==> config.mk <==
export PLATFORM = sky130hd
export DESIGN_NAME = bus_fabric_top
export DESIGN_NICKNAME = d
export VERILOG_FILES = /design/src/common/bus_pkg.sv /design/src/xbar/xbar_arbiter.sv /design/src/xbar/xbar_read_route.sv /design/src/xbar/xbar_write_path.sv /design/src/xbar/xbar.sv /design/src/logic/clint.sv /design/src/logic/bus_fabric_top.sv
export SDC_FILE = /design/constraint.sdc
export NUM_CORES = 1
export LEC_CHECK = 0
export BUFFER_PORTS_ARGS = -buffer_cell sky130_fd_sc_hd__buf_4
export CORE_AREA = 2 2 186 188
export DETAILED_ROUTE_END_ITERATION = 10
export DIE_AREA = 0 0 188 190
export HOLD_SLACK_MARGIN = 0.08
export PLACE_DENSITY_LB_ADDON = 0.15
export SLEW_MARGIN = 10
export SYNTH_ARGS = -nofsm -noshare
export SYNTH_HDL_FRONTEND = slang
export SYNTH_SLANG_ARGS = --single-unit
==> constraint.sdc <==
create_clock -name clock -period 10.3 [get_ports clock]
set_clock_uncertainty 0.15 [all_clocks]
set_input_delay 0 -clock clock [delete_from_list [all_inputs] [get_ports clock]]
set_output_delay 0 -clock clock [all_outputs]
set_load 0.05 [all_outputs]
==> src/common/bus_pkg.sv <==
package bus_pkg;

	localparam logic [31:0] CLINT_BASE   = 32'h0200_0000;
	localparam logic [31:0] CLINT_LIMIT  = 32'h0200_ffff;
	localparam logic [15:0] MTIME_LO_OFS = 16'hbff8;
	localparam logic [15:0] MTIME_HI_OFS = 16'hbffc;
	localparam logic [1:0]  RESP_OKAY    = 2'b00;
	localparam logic [1:0]  RESP_DECERR  = 2'b11;
	localparam logic [2:0]  FETCH_SIZE   = 3'd2; // 4 bytes.
	localparam logic [1:0]  BURST_INCR   = 2'b01;

	typedef enum logic [1:0] {
		OWN_IDLE = 2'd0,
		OWN_IFU  = 2'd1,
		OWN_LSU  = 2'd2
	} owner_e;

	typedef enum logic {
		TGT_SOC   = 1'b0,
		TGT_CLINT = 1'b1
	} target_e;

	typedef struct packed {
		logic [31:0] addr;
		logic [2:0]  size;
	} lite_ar_t;

	typedef struct packed {
		logic [31:0] data;
		logic [1:0]  resp;
	} lite_r_t;

	typedef struct packed {
		logic [31:0] addr;
	} lite_aw_t;

	typedef struct packed {
		logic [31:0] data;
		logic [3:0]  strb;
	} lite_w_t;

	// shared by AR and AW.
	typedef struct packed {
		logic [31:0] addr;
		logic [3:0]  id;
		logic [7:0]  len;
		logic [2:0]  size;
		logic [1:0]  burst;
	} mst_a_t;

	typedef struct packed {
		logic [63:0] data;
		logic [7:0]  strb;
		logic        last;
	} mst_w_t;

	typedef struct packed {
		logic [63:0] data;
		logic [1:0]  resp;
		logic        last;
		logic [3:0]  id;
	} mst_r_t;

endpackage

==> src/xbar/xbar_arbiter.sv <==
`timescale 1ns/1ps

module xbar_arbiter (
	input  logic            clock,
	input  logic            rst_n,
	input  logic            ifu_ar_valid,
	input  logic            lsu_ar_valid,
	input  logic            ifu_r_done,
	input  logic            lsu_r_done,
	output bus_pkg::owner_e owner
);
	import bus_pkg::*;

	owner_e owner_next;

	always_comb begin
		owner_next = owner;
		case (owner)
			OWN_IDLE: begin
				// fetch wins a tie.
				if (ifu_ar_valid) begin
					owner_next = OWN_IFU;
				end else if (lsu_ar_valid) begin
					owner_next = OWN_LSU;
				end
			end
			OWN_IFU: begin
				if (ifu_r_done) begin
					owner_next = OWN_IDLE;
				end
			end
			OWN_LSU: begin
				if (lsu_r_done) begin
					owner_next = OWN_IDLE;
				end
			end
			default: owner_next = OWN_IDLE;
		endcase
	end

	always_ff @(posedge clock or negedge rst_n) begin
		if (!rst_n) begin
			owner <= OWN_IDLE;
		end else begin
			owner <= owner_next;
		end
	end

endmodule

==> src/xbar/xbar_read_route.sv <==
`timescale 1ns/1ps

module xbar_read_route (
	input  logic              clock,
	input  logic              rst_n,
	input  bus_pkg::owner_e   owner,
	input  bus_pkg::lite_ar_t ifu_ar,
	input  logic              ifu_ar_valid,
	output logic              ifu_ar_ready,
	output bus_pkg::lite_r_t  ifu_r,
	output logic              ifu_r_valid,
	input  logic              ifu_r_ready,
	input  bus_pkg::lite_ar_t lsu_ar,
	input  logic              lsu_ar_valid,
	output logic              lsu_ar_ready,
	output bus_pkg::lite_r_t  lsu_r,
	output logic              lsu_r_valid,
	input  logic              lsu_r_ready,
	output bus_pkg::mst_a_t   mst_ar,
	output logic              mst_ar_valid,
	input  logic              mst_ar_ready,
	input  bus_pkg::mst_r_t   mst_r,
	input  logic              mst_r_valid,
	output logic              mst_r_ready,
	output bus_pkg::lite_ar_t clint_ar,
	output logic              clint_ar_valid,
	input  logic              clint_ar_ready,
	input  bus_pkg::lite_r_t  clint_r,
	input  logic              clint_r_valid,
	output logic              clint_r_ready
);
	import bus_pkg::*;

	target_e  tgt_dec;
	target_e  tgt_q;
	lite_ar_t req;
	lite_r_t  r_sel;
	logic     ifu_own, lsu_own;
	logic     sent_q, lane_q;
	logic     req_valid, ar_ready, ar_fire;
	logic     r_valid, r_ready, r_fire;

	assign ifu_own = (owner == OWN_IFU);
	assign lsu_own = (owner == OWN_LSU);

	always_comb begin
		req = lsu_own ? lsu_ar : ifu_ar;
		tgt_dec = TGT_SOC; // fetches always go to the soc.
		if (lsu_own && lsu_ar.addr >= CLINT_BASE && lsu_ar.addr <= CLINT_LIMIT) begin
			tgt_dec = TGT_CLINT;
		end
	end

	// one request per ownership.
	assign req_valid = ~sent_q & (ifu_own & ifu_ar_valid | lsu_own & lsu_ar_valid);
	assign ar_ready = (tgt_dec == TGT_CLINT) ? clint_ar_ready : mst_ar_ready;
	assign ar_fire = req_valid & ar_ready;

	assign ifu_ar_ready = ifu_own & ~sent_q & ar_ready;
	assign lsu_ar_ready = lsu_own & ~sent_q & ar_ready;
	assign mst_ar_valid = req_valid & (tgt_dec == TGT_SOC);
	assign clint_ar_valid = req_valid & (tgt_dec == TGT_CLINT);
	assign clint_ar = lsu_ar;

	always_comb begin
		mst_ar.addr = req.addr;
		mst_ar.id = '0;
		mst_ar.len = '0;
		mst_ar.size = ifu_own ? FETCH_SIZE : lsu_ar.size;
		mst_ar.burst = BURST_INCR;
	end

	always_comb begin
		if (tgt_q == TGT_CLINT) begin
			r_sel = clint_r;
		end else begin
			r_sel.data = lane_q ? mst_r.data[63:32] : mst_r.data[31:0];
			r_sel.resp = mst_r.resp;
		end
	end

	assign r_valid = sent_q & ((tgt_q == TGT_CLINT) ? clint_r_valid : mst_r_valid);
	assign r_ready = ifu_own & ifu_r_ready | lsu_own & lsu_r_ready;
	assign r_fire = r_valid & r_ready;

	assign ifu_r = r_sel;
	assign lsu_r = r_sel;
	assign ifu_r_valid = ifu_own & r_valid;
	assign lsu_r_valid = lsu_own & r_valid;
	assign mst_r_ready = sent_q & (tgt_q == TGT_SOC) & r_ready;
	assign clint_r_ready = sent_q & (tgt_q == TGT_CLINT) & r_ready;

	always_ff @(posedge clock or negedge rst_n) begin
		if (!rst_n) begin
			sent_q <= 1'b0;
			tgt_q <= TGT_SOC;
		end else if (ar_fire) begin
			sent_q <= 1'b1;
			tgt_q <= tgt_dec;
		end else if (r_fire) begin
			sent_q <= 1'b0;
		end
	end

	always_ff @(posedge clock) begin
		if (ar_fire) begin
			lane_q <= req.addr[2]; // upper word of the beat.
		end
	end

endmodule

==> src/xbar/xbar_write_path.sv <==
`timescale 1ns/1ps

module xbar_write_path (
	input  logic              clock,
	input  logic              rst_n,
	input  bus_pkg::lite_aw_t lsu_aw,
	input  logic              lsu_aw_valid,
	output logic              lsu_aw_ready,
	input  bus_pkg::lite_w_t  lsu_w,
	input  logic              lsu_w_valid,
	output logic              lsu_w_ready,
	output logic [1:0]        lsu_b_resp,
	output logic              lsu_b_valid,
	input  logic              lsu_b_ready,
	output bus_pkg::mst_a_t   mst_aw,
	output logic              mst_aw_valid,
	input  logic              mst_aw_ready,
	output bus_pkg::mst_w_t   mst_w,
	output logic              mst_w_valid,
	input  logic              mst_w_ready,
	input  logic [1:0]        mst_b_resp,
	input  logic              mst_b_valid,
	output logic              mst_b_ready
);
	import bus_pkg::*;

	logic aw_fire, w_fire;
	logic aw_done_q, lane_q, lane;

	assign aw_fire = lsu_aw_valid & mst_aw_ready;
	assign w_fire = lsu_w_valid & mst_w_ready;

	// W after its AW takes the stored lane.
	assign lane = aw_done_q ? lane_q : lsu_aw.addr[2];

	assign mst_aw_valid = lsu_aw_valid;
	assign lsu_aw_ready = mst_aw_ready;
	assign mst_w_valid = lsu_w_valid;
	assign lsu_w_ready = mst_w_ready;

	always_comb begin
		mst_aw.addr = lsu_aw.addr;
		mst_aw.id = '0;
		mst_aw.len = '0;
		mst_aw.size = FETCH_SIZE; // one word per beat.
		mst_aw.burst = BURST_INCR;
		mst_w.data = lane ? {lsu_w.data, 32'h0} : {32'h0, lsu_w.data};
		mst_w.strb = lane ? {lsu_w.strb, 4'h0} : {4'h0, lsu_w.strb};
		mst_w.last = lsu_w_valid;
	end

	assign lsu_b_resp = mst_b_resp;
	assign lsu_b_valid = mst_b_valid;
	assign mst_b_ready = lsu_b_ready;

	always_ff @(posedge clock or negedge rst_n) begin
		if (!rst_n) begin
			aw_done_q <= 1'b0;
		end else if (aw_fire && !w_fire) begin
			aw_done_q <= 1'b1;
		end else if (w_fire) begin
			aw_done_q <= 1'b0;
		end
	end

	always_ff @(posedge clock) begin
		if (aw_fire) begin
			lane_q <= lsu_aw.addr[2];
		end
	end

endmodule

==> src/xbar/xbar.sv <==
`timescale 1ns/1ps

module xbar (
	input  logic              clock,
	input  logic              rst_n,
	input  bus_pkg::lite_ar_t ifu_ar,
	input  logic              ifu_ar_valid,
	output logic              ifu_ar_ready,
	output bus_pkg::lite_r_t  ifu_r,
	output logic              ifu_r_valid,
	input  logic              ifu_r_ready,
	input  bus_pkg::lite_ar_t lsu_ar,
	input  logic              lsu_ar_valid,
	output logic              lsu_ar_ready,
	output bus_pkg::lite_r_t  lsu_r,
	output logic              lsu_r_valid,
	input  logic              lsu_r_ready,
	input  bus_pkg::lite_aw_t lsu_aw,
	input  logic              lsu_aw_valid,
	output logic              lsu_aw_ready,
	input  bus_pkg::lite_w_t  lsu_w,
	input  logic              lsu_w_valid,
	output logic              lsu_w_ready,
	output logic [1:0]        lsu_b_resp,
	output logic              lsu_b_valid,
	input  logic              lsu_b_ready,
	output bus_pkg::mst_a_t   mst_ar,
	output logic              mst_ar_valid,
	input  logic              mst_ar_ready,
	input  bus_pkg::mst_r_t   mst_r,
	input  logic              mst_r_valid,
	output logic              mst_r_ready,
	output bus_pkg::mst_a_t   mst_aw,
	output logic              mst_aw_valid,
	input  logic              mst_aw_ready,
	output bus_pkg::mst_w_t   mst_w,
	output logic              mst_w_valid,
	input  logic              mst_w_ready,
	input  logic [1:0]        mst_b_resp,
	input  logic              mst_b_valid,
	output logic              mst_b_ready,
	output bus_pkg::lite_ar_t clint_ar,
	output logic              clint_ar_valid,
	input  logic              clint_ar_ready,
	input  bus_pkg::lite_r_t  clint_r,
	input  logic              clint_r_valid,
	output logic              clint_r_ready
);
	import bus_pkg::*;

	owner_e owner;
	logic   ifu_r_done, lsu_r_done;

	// ownership ends with the owner's R handshake.
	assign ifu_r_done = ifu_r_valid & ifu_r_ready;
	assign lsu_r_done = lsu_r_valid & lsu_r_ready;

	xbar_arbiter u_arbiter (.*);

	xbar_read_route u_read_route (.*);

	xbar_write_path u_write_path (.*);

endmodule

==> src/logic/clint.sv <==
`timescale 1ns/1ps

module clint (
	input  logic              clock,
	input  logic              rst_n,
	input  bus_pkg::lite_ar_t ar,
	input  logic              ar_valid,
	output logic              ar_ready,
	output bus_pkg::lite_r_t  r,
	output logic              r_valid,
	input  logic              r_ready
);
	import bus_pkg::*;

	logic [63:0] mtime;
	logic        ar_fire;
	lite_r_t     r_next;

	assign ar_ready = ~r_valid; // one response held at a time.
	assign ar_fire = ar_valid & ar_ready;

	always_comb begin
		case (ar.addr[15:0])
			MTIME_LO_OFS: begin
				r_next.data = mtime[31:0];
				r_next.resp = RESP_OKAY;
			end
			MTIME_HI_OFS: begin
				r_next.data = mtime[63:32];
				r_next.resp = RESP_OKAY;
			end
			default: begin
				r_next.data = '0;
				r_next.resp = RESP_DECERR;
			end
		endcase
	end

	always_ff @(posedge clock or negedge rst_n) begin
		if (!rst_n) begin
			mtime <= '0;
			r_valid <= 1'b0;
		end else begin
			mtime <= mtime + 64'd1; // free running.
			if (ar_fire) begin
				r_valid <= 1'b1;
			end else if (r_ready) begin
				r_valid <= 1'b0;
			end
		end
	end

	always_ff @(posedge clock) begin
		if (ar_fire) begin
			r <= r_next;
		end
	end

endmodule

==> src/logic/bus_fabric_top.sv <==
`timescale 1ns/1ps

module bus_fabric_top (
	input  logic              clock,
	input  logic              rst_n,
	input  bus_pkg::lite_ar_t ifu_ar,
	input  logic              ifu_ar_valid,
	output logic              ifu_ar_ready,
	output bus_pkg::lite_r_t  ifu_r,
	output logic              ifu_r_valid,
	input  logic              ifu_r_ready,
	input  bus_pkg::lite_ar_t lsu_ar,
	input  logic              lsu_ar_valid,
	output logic              lsu_ar_ready,
	output bus_pkg::lite_r_t  lsu_r,
	output logic              lsu_r_valid,
	input  logic              lsu_r_ready,
	input  bus_pkg::lite_aw_t lsu_aw,
	input  logic              lsu_aw_valid,
	output logic              lsu_aw_ready,
	input  bus_pkg::lite_w_t  lsu_w,
	input  logic              lsu_w_valid,
	output logic              lsu_w_ready,
	output logic [1:0]        lsu_b_resp,
	output logic              lsu_b_valid,
	input  logic              lsu_b_ready,
	output bus_pkg::mst_a_t   mst_ar,
	output logic              mst_ar_valid,
	input  logic              mst_ar_ready,
	input  bus_pkg::mst_r_t   mst_r,
	input  logic              mst_r_valid,
	output logic              mst_r_ready,
	output bus_pkg::mst_a_t   mst_aw,
	output logic              mst_aw_valid,
	input  logic              mst_aw_ready,
	output bus_pkg::mst_w_t   mst_w,
	output logic              mst_w_valid,
	input  logic              mst_w_ready,
	input  logic [1:0]        mst_b_resp,
	input  logic              mst_b_valid,
	output logic              mst_b_ready
);
	import bus_pkg::*;

	// core-local timer port.
	lite_ar_t clint_ar;
	lite_r_t  clint_r;
	logic     clint_ar_valid, clint_ar_ready;
	logic     clint_r_valid, clint_r_ready;

	xbar u_xbar (.*);

	clint u_clint (
		.clock    (clock),
		.rst_n    (rst_n),
		.ar       (clint_ar),
		.ar_valid (clint_ar_valid),
		.ar_ready (clint_ar_ready),
		.r        (clint_r),
		.r_valid  (clint_r_valid),
		.r_ready  (clint_r_ready)
	);

endmodule

==> impl_metrics.toml <==
[status]
status = "completed"

[setup_path]
crit_top_cell = "buf_4"
worstPathRequired_ns = 10.15
ff2ff_setup_slack_ns = 7.37
critPathSlowestCell = "edfxtp_1"
critPathLaunchType = "flop"
crit_path_cell_trace = "buf_4, mux2i_1, o21ai_0, buf_4"
r2r-end = "u_xbar.u_read_route.tgt_q"
worstSetupPathType = "flop to primary output"
reg2regPathDepth = 8
crit_path_end_kind = "primary output"
rr_startpoint = "u_xbar.u_arbiter.owner[1]"
path_max_fanout = 17
critPathLaunch = "u_xbar.u_read_route.lane_q"
cpPeakStageDelay_ns = 0.99
arrival_ns = 2.98

[placed_design]
portBuffers = 368
place.gp.congestion = 0.845
dpl.hpwl_mm = 22.0

[logic_synthesis]
synthArstFlopShare = 0.667
synth_top_flop_cell = "dfrtp_1"
yosysTopAreaCell = "dfrtp_1"
syn_avg_cell_area_sq_um = 8.67
synth.top_cell.area_share = 0.239
synth_edf_count = 35
ys.warnings.count = 0
ys_types = 42
synthCells = 847
ys_seq_area_frac = 0.382
synth.area.top_cells = "dfrtp_1 24%, edfxtp_1 14%, buf_4 11%"
synth_seq_cells = 105
synth_area_sq_mm = 0.00734

[floorplan]
chipHeight_microns = 190
ioPinCount = 478
num_rows = 68
coreArea_sq_mm = 0.0339
die-area_sq_mm = 0.0357
initial_core_util = 0.216
die_x_microns = 188

[route]
vias = 6756
viasPerCell = 4.14
drt-pass1-iter-count = 4
post-route-drc-count = 0
finalWirelength_mm = 27.4
wl_per_cell_microns = 16.8
drt_iter0_drc = 321
ant_nets = 0

[grt]
grt_remaining_overflow = 0
grt_max_degree = 73
grt_pass1_wl_mm = 39.8
grt_antenna_before_repair = 0
grt_usage = 0.146
grt_pass1_vias = 6638

[power_and_ir_drop]
power.total_mw = 1.46
clockPowerShare = 0.229
swShare = 0.444
ir_drop_uv = 83.3
p_switching_uw = 647
power_frac_seq = 0.308
combPwrFrac = 0.463
power_density_mw_per_mm2 = 136
p_int_uw = 810
power.leakage_nw = 5.10

[finish]
nets = 1396
num_antenna_cells = 0
fin_util = 0.316
syn2layout_area_growth_pct = 46.0
drive_above_1_share = 0.346
final_cell_mix = "375 x buf_4, 157 x nand2_1, 69 x dfrtp_1"
final_common_cell = "buf_4"
fillCellCount = 3565

[sta]
setup_viol = 0
relSlewSlack = 0.359
fin_setup_tns_ns = 0
hold_ws_ns = 0.120
fmax_ghz = 0.320
worst_pin_slew_ns = 0.962
fin_crit_sh = 0.303
drv_slew = 0
rsz0062_at_grt = "false"
min_period_ns = 3.13
hold_viol = 0

[clock_tree]
cts.sinks = 105
cts_root_buf = "clkbuf_16"
cts-buffers-inserted = 9
clock_latency_ns = 0.36
cts.clk_slew.worst_paths_ns = 0.08
clk_path_buf_depth = 2
cts_tree = "done"
ctsResizeCount = 0
ctsHtreeMaxLevel = 3

[hold_path]
min_from = "lsu_aw_valid"
hp-class = "primary input to primary output"
min_delay_worst_endpoint = "mst_aw_valid"
whs_path_depth = 2

[job]
drv_cap = 0
==> synthesized netlist by cell type (2+ instances only) <==
| library cell | count |
|---|---|
| or4_1 | 2 |
| buf_2 | 3 |
| nor3_1 | 21 |
| and3_1 | 5 |
| mux2i_1 | 66 |
| nand2b_1 | 3 |
| buf_4 | 106 |
| clkbuf_1 | 33 |
| inv_1 | 12 |
| xor2_1 | 34 |
| nor4_1 | 8 |
| o22ai_1 | 2 |
| xnor2_1 | 28 |
| buf_1 | 3 |
| nand4_1 | 27 |
| and4_1 | 8 |
| a21o_1 | 2 |
| o21ai_0 | 38 |
| nor2_1 | 62 |
| dfrtp_1 | 70 |
| conb_1 | 2 |
| a21oi_1 | 3 |
| edfxtp_1 | 35 |
| nand3_1 | 19 |
| nor4_4 | 2 |
| nand2_1 | 157 |
| and2_1 | 41 |
| or2_2 | 3 |
| nor2b_1 | 39 |
==> per-stage QoR <==
stage                     worst slack, ns  std cells  instance area [sq um]
after global placement               7.44       1561                   9910
after floorplan                      6.30        876                   7450
after detailed placement             7.43       1561                   9910
final                                7.17       1630                  10700
after CTS                            7.02       1630                  10700
after global routing                 6.99       1630                  10700
==> layer usage <==
layer	track usage	up-vias	wire length, microns
li1	-	3359	-
met1	0.192	3192	12200
met2	0.257	189	14200
met3	0.0208	16	855
met4	0.0270	0	207
met5	0	-	0
==> what timing repair did <==
item | 4_1_cts | 5_1_grt
hold buffers | 53 | 0
setup buffers | 0 | 0
endpoints found under the hold margin | 115 | 0
==> state kept, by name, indices dropped and copies added (netlist names) <==
register and cells:
u_xbar.u_read_route.sent_q 1, u_clint.r 33, u_clint.r_valid 1, u_xbar.u_read_route.tgt_q 1, u_xbar.u_write_path.lane_q 1, u_clint.mtime 64
u_xbar.u_arbiter.owner 2, u_xbar.u_write_path.aw_done_q 1, u_xbar.u_read_route.lane_q 1
==> how the worst max path moves through the flow <==
stage | endpoint | slack [ns] | cells after the start
after detailed placement | lsu_r[26] | 7.43 | 4
after CTS | lsu_r[26] | 7.02 | 4
after global placement | lsu_r[26] | 7.44 | 4
after floorplan | u_clint.r[0] | 6.30 | 5
after global routing | ifu_r[26] | 6.99 | 4
final | ifu_r[27] | 7.17 | 4
==> power by group through the flow <==
stage	clock [mW]	sequential (mW)	combinational, mW
final	0.333	0.449	0.675
after global routing	0.361	0.450	0.704
after CTS	0.347	0.449	0.678
after detailed placement	0	0.457	0.629
after global placement	0	0.457	0.629
after floorplan	0	0.448	0.481
==> area by class of cell <==
class,count,area [sq um],area share
multi-input cells,614,3680,0.343
repair buffers,428,3350,0.312
flip-flops and latches,105,2800,0.262
well taps,455,569,0.0531
clock buffers,10,229,0.0214
clock inverters,6,51.3,0.00478
inverters,12,45.0,0.00420
==> worst max-delay path, delay by kind of cell (launching register included) <==
family                 cells  cell delay [ns]
AO/OA/AOI/OAI              1             0.67
buffers and inverters      2             0.77
flip-flops                 1             0.99
multiplexers               1             0.16
==> cells by family (layout without fill, tap and decap cells) <==
family	Yosys count	after routing	synth area share
simple gates	405	405	0.280
buf+inv	157	456	0.135
flops	105	105	0.382
mux	67	67	0.0915
xor+xnor	62	62	0.0740
compound gates	48	48	0.0353
other cells	2	31	0.00102
fa+ha+maj	1	1	0.00170
(Power assumes the default switching activity.)
